**src/hazard_pkg.sv**
```systemverilog
`default_nettype none

package hazard_pkg;

    // ======================================================================
    // register address and instruction word.
    // ======================================================================
    typedef logic [4:0] reg_addr_t;

    // the same 32 bits, seen as register-register or as immediate format.
    typedef union packed {
        struct packed {
            logic [6:0] funct7;
            reg_addr_t  rs2;
            reg_addr_t  rs1;
            logic [2:0] funct3;
            reg_addr_t  rd;
            logic [6:0] opcode;
        } r;
        struct packed {
            logic [11:0] imm12; // bits 24:20 are immediate here, not rs2.
            reg_addr_t   rs1;
            logic [2:0]  funct3;
            reg_addr_t   rd;
            logic [6:0]  opcode;
        } i;
    } inst_word_u;

    // ======================================================================
    // rv64i major opcodes used by the decoder.
    // ======================================================================
    localparam logic [6:0] opc_load   = 7'b0000011;
    localparam logic [6:0] opc_op_imm = 7'b0010011;
    localparam logic [6:0] opc_op     = 7'b0110011;
    localparam logic [6:0] opc_store  = 7'b0100011;
    localparam logic [6:0] opc_branch = 7'b1100011;
    localparam logic [6:0] opc_lui    = 7'b0110111;
    localparam logic [6:0] opc_jal    = 7'b1101111;

    // forwarding source for one id operand.
    typedef enum logic [1:0] {
        fwd_none = 2'd0, // value from the register file.
        fwd_ex   = 2'd1,
        fwd_mem  = 2'd2,
        fwd_wb   = 2'd3
    } fwd_sel_t;

endpackage

`default_nettype wire

```
**src/inst_field_decode.sv**
```systemverilog
`default_nettype none

module inst_field_decode
    import hazard_pkg::*;
(
    input  logic [31:0] issue_inst,
    input  logic        issue_valid,
    output reg_addr_t   id_rs1,
    output reg_addr_t   id_rs2,
    output logic        id_uses_rs1,
    output logic        id_uses_rs2,
    output reg_addr_t   id_rd,
    output logic        id_writes_rd,
    output logic        id_is_load
);

    inst_word_u inst;
    logic       uses_rs1;
    logic       uses_rs2;
    logic       writes_rd;
    logic       is_load;

    assign inst = issue_inst;

    // ======================================================================
    // opcode classification.
    // ======================================================================
    always_comb begin
        uses_rs1  = 1'b0;
        uses_rs2  = 1'b0;
        writes_rd = 1'b0;
        is_load   = 1'b0;
        case (inst.r.opcode)
            opc_op: begin
                uses_rs1  = 1'b1;
                uses_rs2  = 1'b1;
                writes_rd = 1'b1;
            end
            opc_op_imm: begin
                uses_rs1  = 1'b1; // imm12 covers bits 24:20.
                writes_rd = 1'b1;
            end
            opc_load: begin
                uses_rs1  = 1'b1;
                writes_rd = 1'b1;
                is_load   = 1'b1;
            end
            opc_store, opc_branch: begin
                // rd field carries immediate bits here.
                uses_rs1  = 1'b1;
                uses_rs2  = 1'b1;
            end
            opc_lui, opc_jal: begin
                writes_rd = 1'b1;
            end
            default: begin
                uses_rs1  = 1'b0; // unknown opcodes take no part in hazards.
            end
        endcase
    end

    // register fields. rs2 only means something in the r view.
    assign id_rs1 = inst.i.rs1;
    assign id_rs2 = inst.r.rs2;
    assign id_rd  = inst.i.rd;

    // ======================================================================
    // qualified flags.
    // ======================================================================
    assign id_uses_rs1  = issue_valid & uses_rs1;
    assign id_uses_rs2  = issue_valid & uses_rs2;
    assign id_writes_rd = issue_valid & writes_rd & (inst.i.rd != 5'd0); // x0 is never written.
    assign id_is_load   = issue_valid & is_load;

endmodule

`default_nettype wire

```
**src/stage_dest_track.sv**
```systemverilog
`default_nettype none

module stage_dest_track
    import hazard_pkg::*;
(
    input  logic      clk,
    input  logic      rst_n,
    input  reg_addr_t id_rd,
    input  logic      id_writes_rd,
    input  logic      id_is_load,
    input  logic      issue_valid,
    input  logic      stall_id,
    output reg_addr_t ex_rd,
    output logic      ex_wr,
    output logic      ex_load,
    output reg_addr_t mem_rd,
    output logic      mem_wr,
    output reg_addr_t wb_rd,
    output logic      wb_wr
);

    logic advance; // id instruction moves into ex this edge.

    assign advance = issue_valid & ~stall_id;

    // ======================================================================
    // control flags. a bubble enters ex when nothing advances.
    // ======================================================================
    always_ff @(posedge clk or negedge rst_n) begin
        if (!rst_n) begin
            ex_wr   <= 1'b0;
            ex_load <= 1'b0;
            mem_wr  <= 1'b0;
            wb_wr   <= 1'b0;
        end else begin
            if (advance) begin
                ex_wr   <= id_writes_rd;
                ex_load <= id_is_load;
            end else begin
                ex_wr   <= 1'b0;
                ex_load <= 1'b0;
            end
            mem_wr <= ex_wr;
            wb_wr  <= mem_wr;
        end
    end

    // ======================================================================
    // destination tags.
    // ======================================================================
    // tags are only looked at together with their write flag.
    always_ff @(posedge clk) begin
        ex_rd  <= id_rd;
        mem_rd <= ex_rd;
        wb_rd  <= mem_rd;
    end

endmodule

`default_nettype wire

```
**src/id_hazard_detect.sv**
```systemverilog
`default_nettype none

module id_hazard_detect
    import hazard_pkg::*;
(
    input  reg_addr_t id_rs1,
    input  reg_addr_t id_rs2,
    input  logic      id_uses_rs1,
    input  logic      id_uses_rs2,
    input  reg_addr_t ex_rd,
    input  reg_addr_t mem_rd,
    input  reg_addr_t wb_rd,
    input  logic      ex_wr,
    input  logic      ex_load,
    input  logic      mem_wr,
    input  logic      wb_wr,
    output logic      stall_id,
    output fwd_sel_t  fwd_rs1_sel,
    output fwd_sel_t  fwd_rs2_sel
);

    logic rs1_hit_ex;
    logic rs1_hit_mem;
    logic rs1_hit_wb;
    logic rs2_hit_ex;
    logic rs2_hit_mem;
    logic rs2_hit_wb;
    logic load_use;

    // youngest writer first.
    function automatic fwd_sel_t pick_src(input logic hit_ex, input logic hit_mem,
                                          input logic hit_wb);
        fwd_sel_t sel;
        if (hit_ex) begin
            sel = fwd_ex;
        end else if (hit_mem) begin
            sel = fwd_mem;
        end else if (hit_wb) begin
            sel = fwd_wb;
        end else begin
            sel = fwd_none;
        end
        return sel;
    endfunction

    // ======================================================================
    // tag compares. x0 writers already carry a cleared write flag.
    // ======================================================================
    assign rs1_hit_ex  = id_uses_rs1 & ex_wr  & (id_rs1 == ex_rd);
    assign rs1_hit_mem = id_uses_rs1 & mem_wr & (id_rs1 == mem_rd);
    assign rs1_hit_wb  = id_uses_rs1 & wb_wr  & (id_rs1 == wb_rd);

    assign rs2_hit_ex  = id_uses_rs2 & ex_wr  & (id_rs2 == ex_rd);
    assign rs2_hit_mem = id_uses_rs2 & mem_wr & (id_rs2 == mem_rd);
    assign rs2_hit_wb  = id_uses_rs2 & wb_wr  & (id_rs2 == wb_rd);

    // ======================================================================
    // load-use stall and forward selects.
    // ======================================================================
    // load data only exists after mem, so an ex match must wait a cycle.
    assign load_use = ex_load & (rs1_hit_ex | rs2_hit_ex);
    assign stall_id = load_use;

    always_comb begin
        if (load_use) begin
            fwd_rs1_sel = fwd_none; // instruction is held in id.
            fwd_rs2_sel = fwd_none;
        end else begin
            fwd_rs1_sel = pick_src(rs1_hit_ex, rs1_hit_mem, rs1_hit_wb);
            fwd_rs2_sel = pick_src(rs2_hit_ex, rs2_hit_mem, rs2_hit_wb);
        end
    end

endmodule

`default_nettype wire

```
**src/hazard_top.sv**
```systemverilog
`default_nettype none

module hazard_top
    import hazard_pkg::*;
(
    input  logic        clk,
    input  logic        rst_n,
    input  logic        issue_valid,
    input  logic [31:0] issue_inst,
    output logic        stall_id,
    output fwd_sel_t    fwd_rs1_sel,
    output fwd_sel_t    fwd_rs2_sel
);

    // id stage fields.
    reg_addr_t id_rs1;
    reg_addr_t id_rs2;
    reg_addr_t id_rd;
    logic      id_uses_rs1;
    logic      id_uses_rs2;
    logic      id_writes_rd;
    logic      id_is_load;

    // in-flight destinations.
    reg_addr_t ex_rd;
    reg_addr_t mem_rd;
    reg_addr_t wb_rd;
    logic      ex_wr;
    logic      ex_load;
    logic      mem_wr;
    logic      wb_wr;

    // ======================================================================
    // decode, track, detect.
    // ======================================================================
    inst_field_decode u_decode (
        .issue_inst   (issue_inst),
        .issue_valid  (issue_valid),
        .id_rs1       (id_rs1),
        .id_rs2       (id_rs2),
        .id_uses_rs1  (id_uses_rs1),
        .id_uses_rs2  (id_uses_rs2),
        .id_rd        (id_rd),
        .id_writes_rd (id_writes_rd),
        .id_is_load   (id_is_load)
    );

    stage_dest_track u_track (
        .clk          (clk),
        .rst_n        (rst_n),
        .id_rd        (id_rd),
        .id_writes_rd (id_writes_rd),
        .id_is_load   (id_is_load),
        .issue_valid  (issue_valid),
        .stall_id     (stall_id),
        .ex_rd        (ex_rd),
        .ex_wr        (ex_wr),
        .ex_load      (ex_load),
        .mem_rd       (mem_rd),
        .mem_wr       (mem_wr),
        .wb_rd        (wb_rd),
        .wb_wr        (wb_wr)
    );

    id_hazard_detect u_detect (
        .id_rs1      (id_rs1),
        .id_rs2      (id_rs2),
        .id_uses_rs1 (id_uses_rs1),
        .id_uses_rs2 (id_uses_rs2),
        .ex_rd       (ex_rd),
        .mem_rd      (mem_rd),
        .wb_rd       (wb_rd),
        .ex_wr       (ex_wr),
        .ex_load     (ex_load),
        .mem_wr      (mem_wr),
        .wb_wr       (wb_wr),
        .stall_id    (stall_id),
        .fwd_rs1_sel (fwd_rs1_sel),
        .fwd_rs2_sel (fwd_rs2_sel)
    );

endmodule

`default_nettype wire

```
**config.mk**
```make
export PLATFORM = sky130hd
export DESIGN_NAME = hazard_top
export DESIGN_NICKNAME = d
export VERILOG_FILES = /design/src/hazard_pkg.sv /design/src/inst_field_decode.sv /design/src/stage_dest_track.sv /design/src/id_hazard_detect.sv /design/src/hazard_top.sv
export SDC_FILE = /design/constraint.sdc
export NUM_CORES = 1
export LEC_CHECK = 0
export BUFFER_PORTS_ARGS = -buffer_cell sky130_fd_sc_hd__clkbuf_2
export CAP_MARGIN = 20
export CORE_MARGIN = 4
export CORE_UTILIZATION = 40
export DETAILED_ROUTE_END_ITERATION = 8
export PLACE_DENSITY = 0.7
export SLEW_MARGIN = 30
export SYNTH_ARGS = -nofsm -noshare
export SYNTH_HDL_FRONTEND = slang
export SYNTH_HIERARCHICAL = 1
export SYNTH_SLANG_ARGS = --single-unit
export TNS_END_PERCENT = 5
```
**constraint.sdc**
```tcl
create_clock -name clk -period 1.7 [get_ports clk]
set_input_delay 0.17 -clock clk [delete_from_list [all_inputs] [get_ports clk]]
set_output_delay 0.17 -clock clk [all_outputs]
set_load 0.005 [all_outputs]
```
==> out/qor.txt, run 1 <==
result of the run -> finished, violations left
violated checks -> setup timing
first-pass GRT wire length -> 3570 um
number of global-route vias before repair -> 862
cells along the critical path -> xor2_1, nor4_2, and4_1, a21oi_1, nor2_1, clkbuf_2
Post-Route Setup TNS -> -1.09 ns
DRC violation total after the first TritonRoute iteration -> 15
gate count after technology mapping -> 104
setup repair after global routing missed its margin -> yes
layout cells sized above 1 -> 0.366
total die area -> 3510 sq um
crit path capture type -> primary output
required time worst endpoint -> 1.53 ns
PD cells -> 679 nW/um^2
largest clock skew in the final design -> 0.00715 ns
max-slew violation total from the final report -> 0
WL/cell -> 13.4 um
grt total ovfl -> 0
clock transition at the register clock pins on the worst setup and hold paths after CTS -> 0.11 ns
Final Wtd Congestion -> 0.896
launching element type of the critical path -> register
slew at the pin closest to its max-slew limit -> 0.281 ns
Port Buf Inserts -> 29
busiest metal layer after global routing -> met2
most instantiated flip-flop cell in the synthesis netlist -> dfxtp_1
commonest cells in the netlist -> 21 x xor2_1, 15 x buf_4, 15 x dfxtp_1
minimum clock period -> 2.00 ns
Async SR Flop Fraction -> 0.211
data arrival time at the worst-slack endpoint -> 1.83 ns
sinks on the clock net -> 19
register bit count reported by yosys -> 19
antenna violations before repair -> 0
total routing usage reported by global routing -> 0.137
global routing met2 resource utilization -> 0.240
top cell type's share of synthesized area -> 0.286
sequential area share after synthesis -> 0.381
Root Buffer Master -> clkbuf_4
top-level port count -> 40
compound-cell area share of the yosys netlist -> 0.0750
count of antenna diodes in the layout -> 0
number of levels the H-tree was split into -> 1
number of buffers on the longest clock path -> 2
CTS buffer count -> 3
overall power after layout -> 0.856 mW
core box area -> 2500 sq um
area share of fa/ha/maj cells after synthesis -> 0
Synth Area in Simple Gates -> 0.180
count of standard-cell rows -> 18
layout overhead on the synthesized area -> 20.0%
top-count cell post-synth -> xor2_1
vertical extent of the die -> 59.3 um
maximum vdd drop -> 0.000440 V
Avg Vias per Cell -> 4.96
WHS -> 0.240 ns
Lkg Pwr -> 0.545 nW
largest fanout of any net on the critical path -> 3
post-synthesis xor/xnor area fraction -> 0.250
post-detailed-route DRC marker count -> 0
Total Wirelength -> 2160 um
met1 Track Usage GR -> 0.157
maximum number of pins on one net before global-route repair -> 13
slowest cell on the critical path -> dfxtp_1
total number of vias -> 799
die span in x -> 59.3 um
number of hold-slack violations in the final timing report -> 0
initial core utilization -> 0.420
cell type contributing the most total cell area after synthesis -> dfxtp_1
largest cells by area after synthesis -> dfxtp_1 29%, xor2_1 18%, buf_4 11%, dfrtp_1 9.5%, xnor2_1 7.5%
synthesized area per cell -> 10.1 sq um
Final HPWL DP -> 1700 um
count of unique library cells instantiated by Yosys -> 26
post-placement setup slack -> -0.308 ns
net count reported at finish -> 167
CTS tree -> built
setup slack of the most critical reg-to-reg path -> -0.01 ns
proportion of synthesized area in mux cells -> 0
Tcrit/Tclk final -> 1.18
type of the tightest min-delay check -> input port to asynchronous set/reset pin
Fmax achieved -> 501 MHz
fill count -> 224
Setup WS post-layout -> -0.298 ns
combinational family with the most area after synthesis -> XOR/XNOR gates
global-route met3 utilization -> 0.0196
number of antenna-violating nets in the routed design -> 0
number of maximum-capacitance constraint violations -> 0
Yosys warning count -> 6
Final setup viols -> 7
critical setup path kind -> register to primary output
Detailed Routing Iterations Pass 1 -> 4
delay contributed by the slowest stage of the critical path -> 0.37 ns
number of enable-type register cells in the synthesized netlist -> 0
post-synth net total -> 139
clock insertion delay at the later pin of the skew report -> 0.29 ns
remaining max-slew budget at the tightest pin -> 0.811
Netlist Area Pre-Place -> 1050 sq um
critical path, delay by kind of cell, from the launching register on:
kind                   cells  cell delay, ns
AND/OR/NAND/NOR            3            0.79
buffers and inverters      1            0.13
XOR/XNOR                   1            0.18
flip-flops                 1            0.37
AO/OA/AOI/OAI              1            0.07
kinds of logic (layout without fill, tap and decap cells):
logic type / after synthesis / after routing
XOR/XNOR: 30 / 30
AND/OR/NAND/NOR: 28 / 28
flip-flops: 19 / 19
AO/OA/AOI/OAI: 10 / 10
buffers and inverters: 17 / 44
registers in the layout, summed over array words and instances, names as in the netlist:
name	cells
u_track/ex_load	1
u_track/ex_rd	5
u_track/ex_wr	1
u_track/mem_rd	5
u_track/mem_wr	1
u_track/wb_rd	5
u_track/wb_wr	1
layout make-up:
cell class,instances,area (sq um),area share
inverter,2,10.0,0.00794
sequential,19,403,0.319
clock buffer,3,22.5,0.0179
timing repair buffer,38,228,0.181
tap,30,37.5,0.0298
multi-input combinational,68,554,0.439
clock inverter,1,6.26,0.00496
per-layer routing:
layer | routed length (um) | vias to the layer above
met5 | 0 | -
li1 | - | 408
met2 | 1100 | 24
met3 | 95 | 2
met1 | 923 | 365
met4 | 38 | 0
report_power, final:
group	leakage (nW)	internal [mW]	switching, mW
clock network	0.0183	0.0907	0.139
registers	0.182	0.467	0.0187
logic	0.344	0.0724	0.0684
cell usage in the layout (no fill, tap or decap), types with 3 or more instances in the layout:
cell type and count:
clkbuf_2 28, xor2_1 21, dfxtp_1 13, xnor2_1 9, dlygate4sd3_1 6, nand4_1 6
nor4_1 4, dfrtp_1 4, clkbuf_4 3, buf_4 3, nand2b_1 3, a21oi_1 3
worst paths after layout:
kind                                          start                         to  cells past startpoint
setup / recovery           u_track/ex_rd[4]$_DFF_P_             fwd_rs2_sel[0]                      6
min in group clk                        issue_valid    u_track/ex_wr$_DFF_PN0_                      3
hold reg to reg            u_track/ex_rd[3]$_DFF_P_  u_track/mem_rd[3]$_DFF_P_                      0
max in group asynchronous                     rst_n  u_track/ex_load$_DFF_PN0_                      2
setup reg to reg           u_track/ex_rd[3]$_DFF_P_  u_track/ex_load$_DFF_PN0_                      6
hold / removal                                rst_n   u_track/mem_wr$_DFF_PN0_                      2
through the flow:
step / instance area [sq um] / std cells / utilization
global route: 1260 / 161 / 0.505
finish: 1260 / 161 / 0.505
detailed placement: 1140 / 150 / 0.454
global placement: 1140 / 150 / 0.454
floorplan: 1050 / 104 / -
CTS: 1250 / 161 / 0.499
what timing repair did:
action,4_1_cts,5_1_grt
pin swaps,8,3
setup buffers,1,0
cloned,0,0
setup endpoints to repair,5,7
resized for setup,5,4
hold buffers,6,0
hold endpoints to repair,9,0
(Power assumes the default switching activity.)
==> inputs of run 2 (changes only) <==
==> constraint.sdc (replaced) <==
create_clock -name clk -period 1.7 [get_ports clk]
set_input_delay 0.085 -clock clk [delete_from_list [all_inputs] [get_ports clk]]
set_output_delay 0.085 -clock clk [all_outputs]
set_load 0.005 [all_outputs]
==> run 2 against run 1 <==
Effect of this change: the run still ends with setup timing left; clock power barely moved; wire length shrank 0.93%; register-to-register slack worse by 0.02 ns; via count grew 0.63%; sequential power hardly changed; combinational power up 9%; non-clock buffer count rose by 1; count of clock-buffer cells in the layout unchanged; critical endpoint unchanged; highest routed layer unchanged.
==> out/qor.txt, run 2 (synthesis gave the netlist of run 1 again) <==
Final setup viols -> 7
die span in x -> 59.3 um
data arrival time at the worst-slack endpoint -> 1.75 ns
overall power after layout -> 0.869 mW
amount of wire on met2 after detailed routing -> 1130 um
highest signal layer in the routed design -> met4
sinks on the clock net -> 19
top-level port count -> 40
launching element type of the critical path -> register
number of buffers on the longest clock path -> 2
CTS buffer count -> 3
WHS -> 0.135 ns
Root Buffer Master -> clkbuf_4
total routing usage reported by global routing -> 0.131
Total Wirelength -> 2140 um
maximum number of pins on one net before global-route repair -> 13
slew at the pin closest to its max-slew limit -> 0.277 ns
number of maximum-capacitance constraint violations -> 0
number of hold-slack violations in the final timing report -> 0
crit path capture type -> primary output
DRC violation total after the first TritonRoute iteration -> 9
critical setup path kind -> register to primary output
layout cells sized above 1 -> 0.386
WL/cell -> 13.2 um
number of levels the H-tree was split into -> 1
Final Wtd Congestion -> 0.903
maximum vdd drop -> 0.000545 V
clock transition at the register clock pins on the worst setup and hold paths after CTS -> 0.12 ns
clock insertion delay at the later pin of the skew report -> 0.30 ns
Final HPWL DP -> 1760 um
setup repair after global routing missed its margin -> yes
violated checks -> setup timing
number of global-route vias before repair -> 845
result of the run -> finished, violations left
biggest regs -> u_track/ex_rd (5), u_track/mem_rd (5), u_track/wb_rd (5)
Lkg Pwr -> 0.554 nW
largest clock skew in the final design -> 0.0126 ns
number of antenna-violating nets in the routed design -> 0
PD cells -> 676 nW/um^2
Port Buf Inserts -> 29
net count reported at finish -> 168
grt total ovfl -> 0
minimum clock period -> 1.84 ns
first-pass GRT wire length -> 3450 um
Avg Vias per Cell -> 4.96
CTS tree -> built
core box area -> 2500 sq um
met3 routed wirelength -> 105 um
vertical extent of the die -> 59.3 um
count of antenna diodes in the layout -> 0
most frequent cells in the layout -> 28 x clkbuf_2, 20 x xor2_1, 13 x dfxtp_1, 9 x xnor2_1
antenna violations before repair -> 0
total number of vias -> 804
met1 routed wirelength after detailed routing -> 880 um
Setup WS post-layout -> -0.139 ns
required time worst endpoint -> 1.62 ns
max-slew violation total from the final report -> 0
total die area -> 3510 sq um
post-placement setup slack -> -0.150 ns
Fmax achieved -> 544 MHz
initial core utilization -> 0.420
most frequent standard cell in the layout excluding fill and tap cells -> clkbuf_2
largest fanout of any net on the critical path -> 4
post-detailed-route DRC marker count -> 0
remaining max-slew budget at the tightest pin -> 0.814
Tcrit/Tclk final -> 1.08
fill count -> 222
Detailed Routing Iterations Pass 1 -> 4
layout overhead on the synthesized area -> 22.3%
type of the tightest min-delay check -> input port to asynchronous set/reset pin
count of standard-cell rows -> 18
-- run 2: worst max-delay path, cell delays in order (launching register included) --
cell,delay [ns]
dfxtp_2,0.36
buf_4,0.13
xor2_1,0.17
nor4_2,0.19
nand4_1,0.18
a21boi_2,0.25
nor2_1,0.06
clkbuf_2,0.11
-- run 2: report_power, final --
part           total, mW  switching, mW  leakage (nW)  internal [mW]
Combinational      0.153         0.0765         0.353         0.0762
Sequential         0.486         0.0186         0.182          0.467
Clock              0.231          0.140        0.0183         0.0908
-- run 2: what timing repair did --
action / in CTS / in global routing
buffers inserted: 1 / 1
pin swaps: 4 / 7
hold buffers: 6 / 0
hold endpoints to repair: 9 / 0
resized for setup: 5 / 6
endpoints found under the setup margin: 6 / 7
-- run 2: path summary, 6_finish.rpt --
check	endpoint	depth (start not counted)	startpoint	slack, ns
worst max-delay path	fwd_rs2_sel[0]	7	u_track/ex_rd[1]$_DFF_P_	-0.14
worst min-delay path	u_track/wb_wr$_DFF_PN0_	2	rst_n	0.14
worst max register to register	u_track/ex_wr$_DFF_PN0_	7	u_track/ex_rd[1]$_DFF_P_	-0.03
worst min register to register	u_track/wb_rd[2]$_DFF_P_	0	u_track/mem_rd[2]$_DFF_P_	0.39
max in group asynchronous	u_track/ex_wr$_DFF_PN0_	2	rst_n	1.45
min in group clk	u_track/ex_load$_DFF_PN0_	3	issue_inst[5]	0.15
-- run 2: metal layers --
layer	track usage	up-vias
met5	0	-
met1	0.147	373
li1	-	407
met2	0.239	22
met4	0.0583	0
met3	0.0240	2
-- run 2: final cells by class --
type | instances | area [sq um] | area share
Multi-Input combinational cell | 68 | 573 | 0.446
Sequential cell | 19 | 403 | 0.314
Timing Repair Buffer | 39 | 235 | 0.183
Tap cell | 30 | 37.5 | 0.0292
Clock buffer | 3 | 22.5 | 0.0175
Inverter | 2 | 7.51 | 0.00584
Clock inverter | 1 | 6.26 | 0.00487
-- run 2: through the flow --
step,util,std cells,setup TNS [ns],instance area [sq um]
after CTS,0.502,161,-0.663,1250
after global routing,0.514,162,-1.35,1280
after floorplan,-,104,0,1050
after global placement,0.454,150,-0.438,1140
final,0.514,162,-0.678,1280
after detailed placement,0.454,150,-0.602,1140
==> inputs of run 3 (changes only) <==
--- a/config.mk
+++ b/config.mk
@@ -8,9 +8,9 @@
 export BUFFER_PORTS_ARGS = -buffer_cell sky130_fd_sc_hd__clkbuf_2
 export CAP_MARGIN = 20
 export CORE_MARGIN = 4
-export CORE_UTILIZATION = 40
+export CORE_UTILIZATION = 43
 export DETAILED_ROUTE_END_ITERATION = 8
-export PLACE_DENSITY = 0.7
+export PLACE_DENSITY = 0.74
 export SLEW_MARGIN = 30
 export SYNTH_ARGS = -nofsm -noshare
 export SYNTH_HDL_FRONTEND = slang
==> run 3 against run 2 <==
Effect of this change: the run still ends with setup timing left; critical path depth is 1 lower; clock power hardly changed; core utilization is 6.3 points higher; wire length is 7.2% higher; fmax is 1.1% lower; clock skew is 0.0061 ns lower; sequential share of layout area is 0.37 points lower; worst hold slack worse by 0.011 ns; sequential cell count stayed put; largest cell class unchanged; largest power group unchanged; highest routed layer unchanged.
==> out/qor.txt, run 3 (synthesis gave the netlist of run 1 again) <==
vertical extent of the die -> 57.4 um
first-pass GRT wire length -> 3640 um
required time worst endpoint -> 1.62 ns
number of maximum-capacitance constraint violations -> 0
Total Wirelength -> 2290 um
Port Buf Inserts -> 29
Lkg Pwr -> 0.572 nW
largest clock skew in the final design -> 0.00649 ns
DRC violation total after the first TritonRoute iteration -> 9
met1 routed wirelength after detailed routing -> 889 um
Setup WS post-layout -> -0.160 ns
PD cells -> 664 nW/um^2
antenna violations before repair -> 0
register area -> 407 sq um
total number of vias -> 822
launching element type of the critical path -> register
count of standard-cell rows -> 17
overall power after layout -> 0.872 mW
count of cells along the worst register-to-register path -> 6
fill count -> 186
crit path capture type -> primary output
Detailed Routing Iterations Pass 1 -> 4
top-level port count -> 40
result of the run -> finished, violations left
maximum number of pins on one net before global-route repair -> 13
Tcrit/Tclk final -> 1.09
grt total ovfl -> 0
number of global-route vias before repair -> 869
minimum clock period -> 1.86 ns
most frequent cells in the layout -> 27 x clkbuf_2, 21 x xor2_1, 10 x dfxtp_1, 9 x xnor2_1
violated checks -> setup timing
source of the worst register-to-register timing path -> u_track/ex_rd[1]$_DFF_P_
clock insertion delay at the later pin of the skew report -> 0.29 ns
net count reported at finish -> 170
slew at the pin closest to its max-slew limit -> 0.338 ns
CTS tree -> built
Fmax achieved -> 538 MHz
final non-filler cell area -> 1310 sq um
maximum vdd drop -> 0.000506 V
Cell Area, Placed -> 1140 sq um
layout overhead on the synthesized area -> 24.9%
total routing usage reported by global routing -> 0.142
die span in x -> 57.4 um
area of the multi-input gates -> 582 sq um
data arrival time at the worst-slack endpoint -> 1.78 ns
largest fanout of any net on the critical path -> 4
setup slack of the most critical reg-to-reg path -> 0 ns
core box area -> 2280 sq um
critical setup path kind -> register to primary output
post-detailed-route DRC marker count -> 0
capturing element of the worst setup path -> fwd_rs2_sel[0]
amount of wire on met2 after detailed routing -> 1250 um
biggest regs -> u_track/ex_rd (5), u_track/mem_rd (5), u_track/wb_rd (5)
Final Wtd Congestion -> 0.750
WHS -> 0.125 ns
number of antenna-violating nets in the routed design -> 0
Final setup viols -> 5
post-placement setup slack -> -0.195 ns
capturing point of the worst reg2reg path -> u_track/ex_load$_DFF_PN0_
clock transition at the register clock pins on the worst setup and hold paths after CTS -> 0.12 ns
remaining max-slew budget at the tightest pin -> 0.775
number of levels the H-tree was split into -> 1
WL/cell -> 14.2 um
setup repair after global routing missed its margin -> yes
CTS buffer count -> 3
number of buffers on the longest clock path -> 2
Final HPWL DP -> 1730 um
Avg Vias per Cell -> 5.07
met3 routed wirelength -> 142 um
type of the tightest min-delay check -> input port to asynchronous set/reset pin
number of hold-slack violations in the final timing report -> 0
most frequent standard cell in the layout excluding fill and tap cells -> clkbuf_2
max-slew violation total from the final report -> 0
sinks on the clock net -> 19
highest signal layer in the routed design -> met4
total die area -> 3300 sq um
Worst setup startpoint -> u_track/ex_rd[1]$_DFF_P_
Post-Route Setup TNS -> -0.680 ns
initial core utilization -> 0.462
layout cells sized above 1 -> 0.440
Root Buffer Master -> clkbuf_4
count of antenna diodes in the layout -> 0
[run 3: cell types whose count changed in the layout (fill, tap and decap cells not counted), moves of 2 or more]
| cell | before | now |
|---|---|---|
| dfxtp_2 | 2 | 5 |
| dfxtp_1 | 13 | 10 |
| buf_4 | 4 | 6 |
| nor4_2 | 2 | 5 |
| nor4_1 | 3 | 1 |
[run 3: power breakdown]
| part | total [mW] | leakage [nW] | internal (mW) | switching [mW] |
|---|---|---|---|---|
| registers | 0.486 | 0.182 | 0.468 | 0.0183 |
| logic | 0.153 | 0.371 | 0.0770 | 0.0759 |
| clock network | 0.233 | 0.0183 | 0.0908 | 0.142 |
| total | 0.872 | 0.572 | 0.635 | 0.237 |
[run 3: worst min-delay path by stage]
stage,start,endpoint,depth (start not counted),slack [ns]
3_3_place_gp,rst_n,u_track/wb_wr$_DFF_PN0_,1,-0.11
3_5_place_dp,rst_n,u_track/wb_wr$_DFF_PN0_,1,-0.10
6_report,rst_n,u_track/wb_wr$_DFF_PN0_,2,0.12
4_1_cts,rst_n,u_track/wb_wr$_DFF_PN0_,2,0.12
2_1_floorplan,rst_n,u_track/ex_load$_DFF_PN0_,0,-0.21
5_1_grt,rst_n,u_track/ex_load$_DFF_PN0_,2,0.14
[run 3: repair_timing]
item,CTS,global route
resized for setup,11,7
endpoints found under the setup margin,5,7
cloned,0,0
pin swaps,13,3
setup buffers,3,0
endpoints found under the hold margin,9,0
hold buffers,6,0
[run 3: final cells by class]
type                    count  share of cell area
clock buffers               3              0.0172
clock inverters             1             0.00477
inverters                   2             0.00763
multi-input cells          68               0.443
flip-flops and latches     19               0.310
well taps                  28              0.0267
repair buffers             41               0.191
[run 3: worst max-delay path: stages, from the launching register on]
cell	delay, ns
dfxtp_2	0.36
xor2_1	0.18
nor4_2	0.33
nand4_1	0.18
a21boi_2	0.24
nor2_1	0.07
clkbuf_2	0.12
[run 3: per-layer routing]
metal,vias up,track usage
met2,27,0.250
met3,2,0.0317
met5,-,0
met4,0,0.0596
li1,411,-
met1,382,0.164
[run 3: through the flow]
step | instances | util
6_report | 162 | 0.577
5_1_grt | 162 | 0.577
4_1_cts | 162 | 0.567
3_5_place_dp | 149 | 0.501
3_3_place_gp | 149 | 0.501
2_1_floorplan | 104 | -
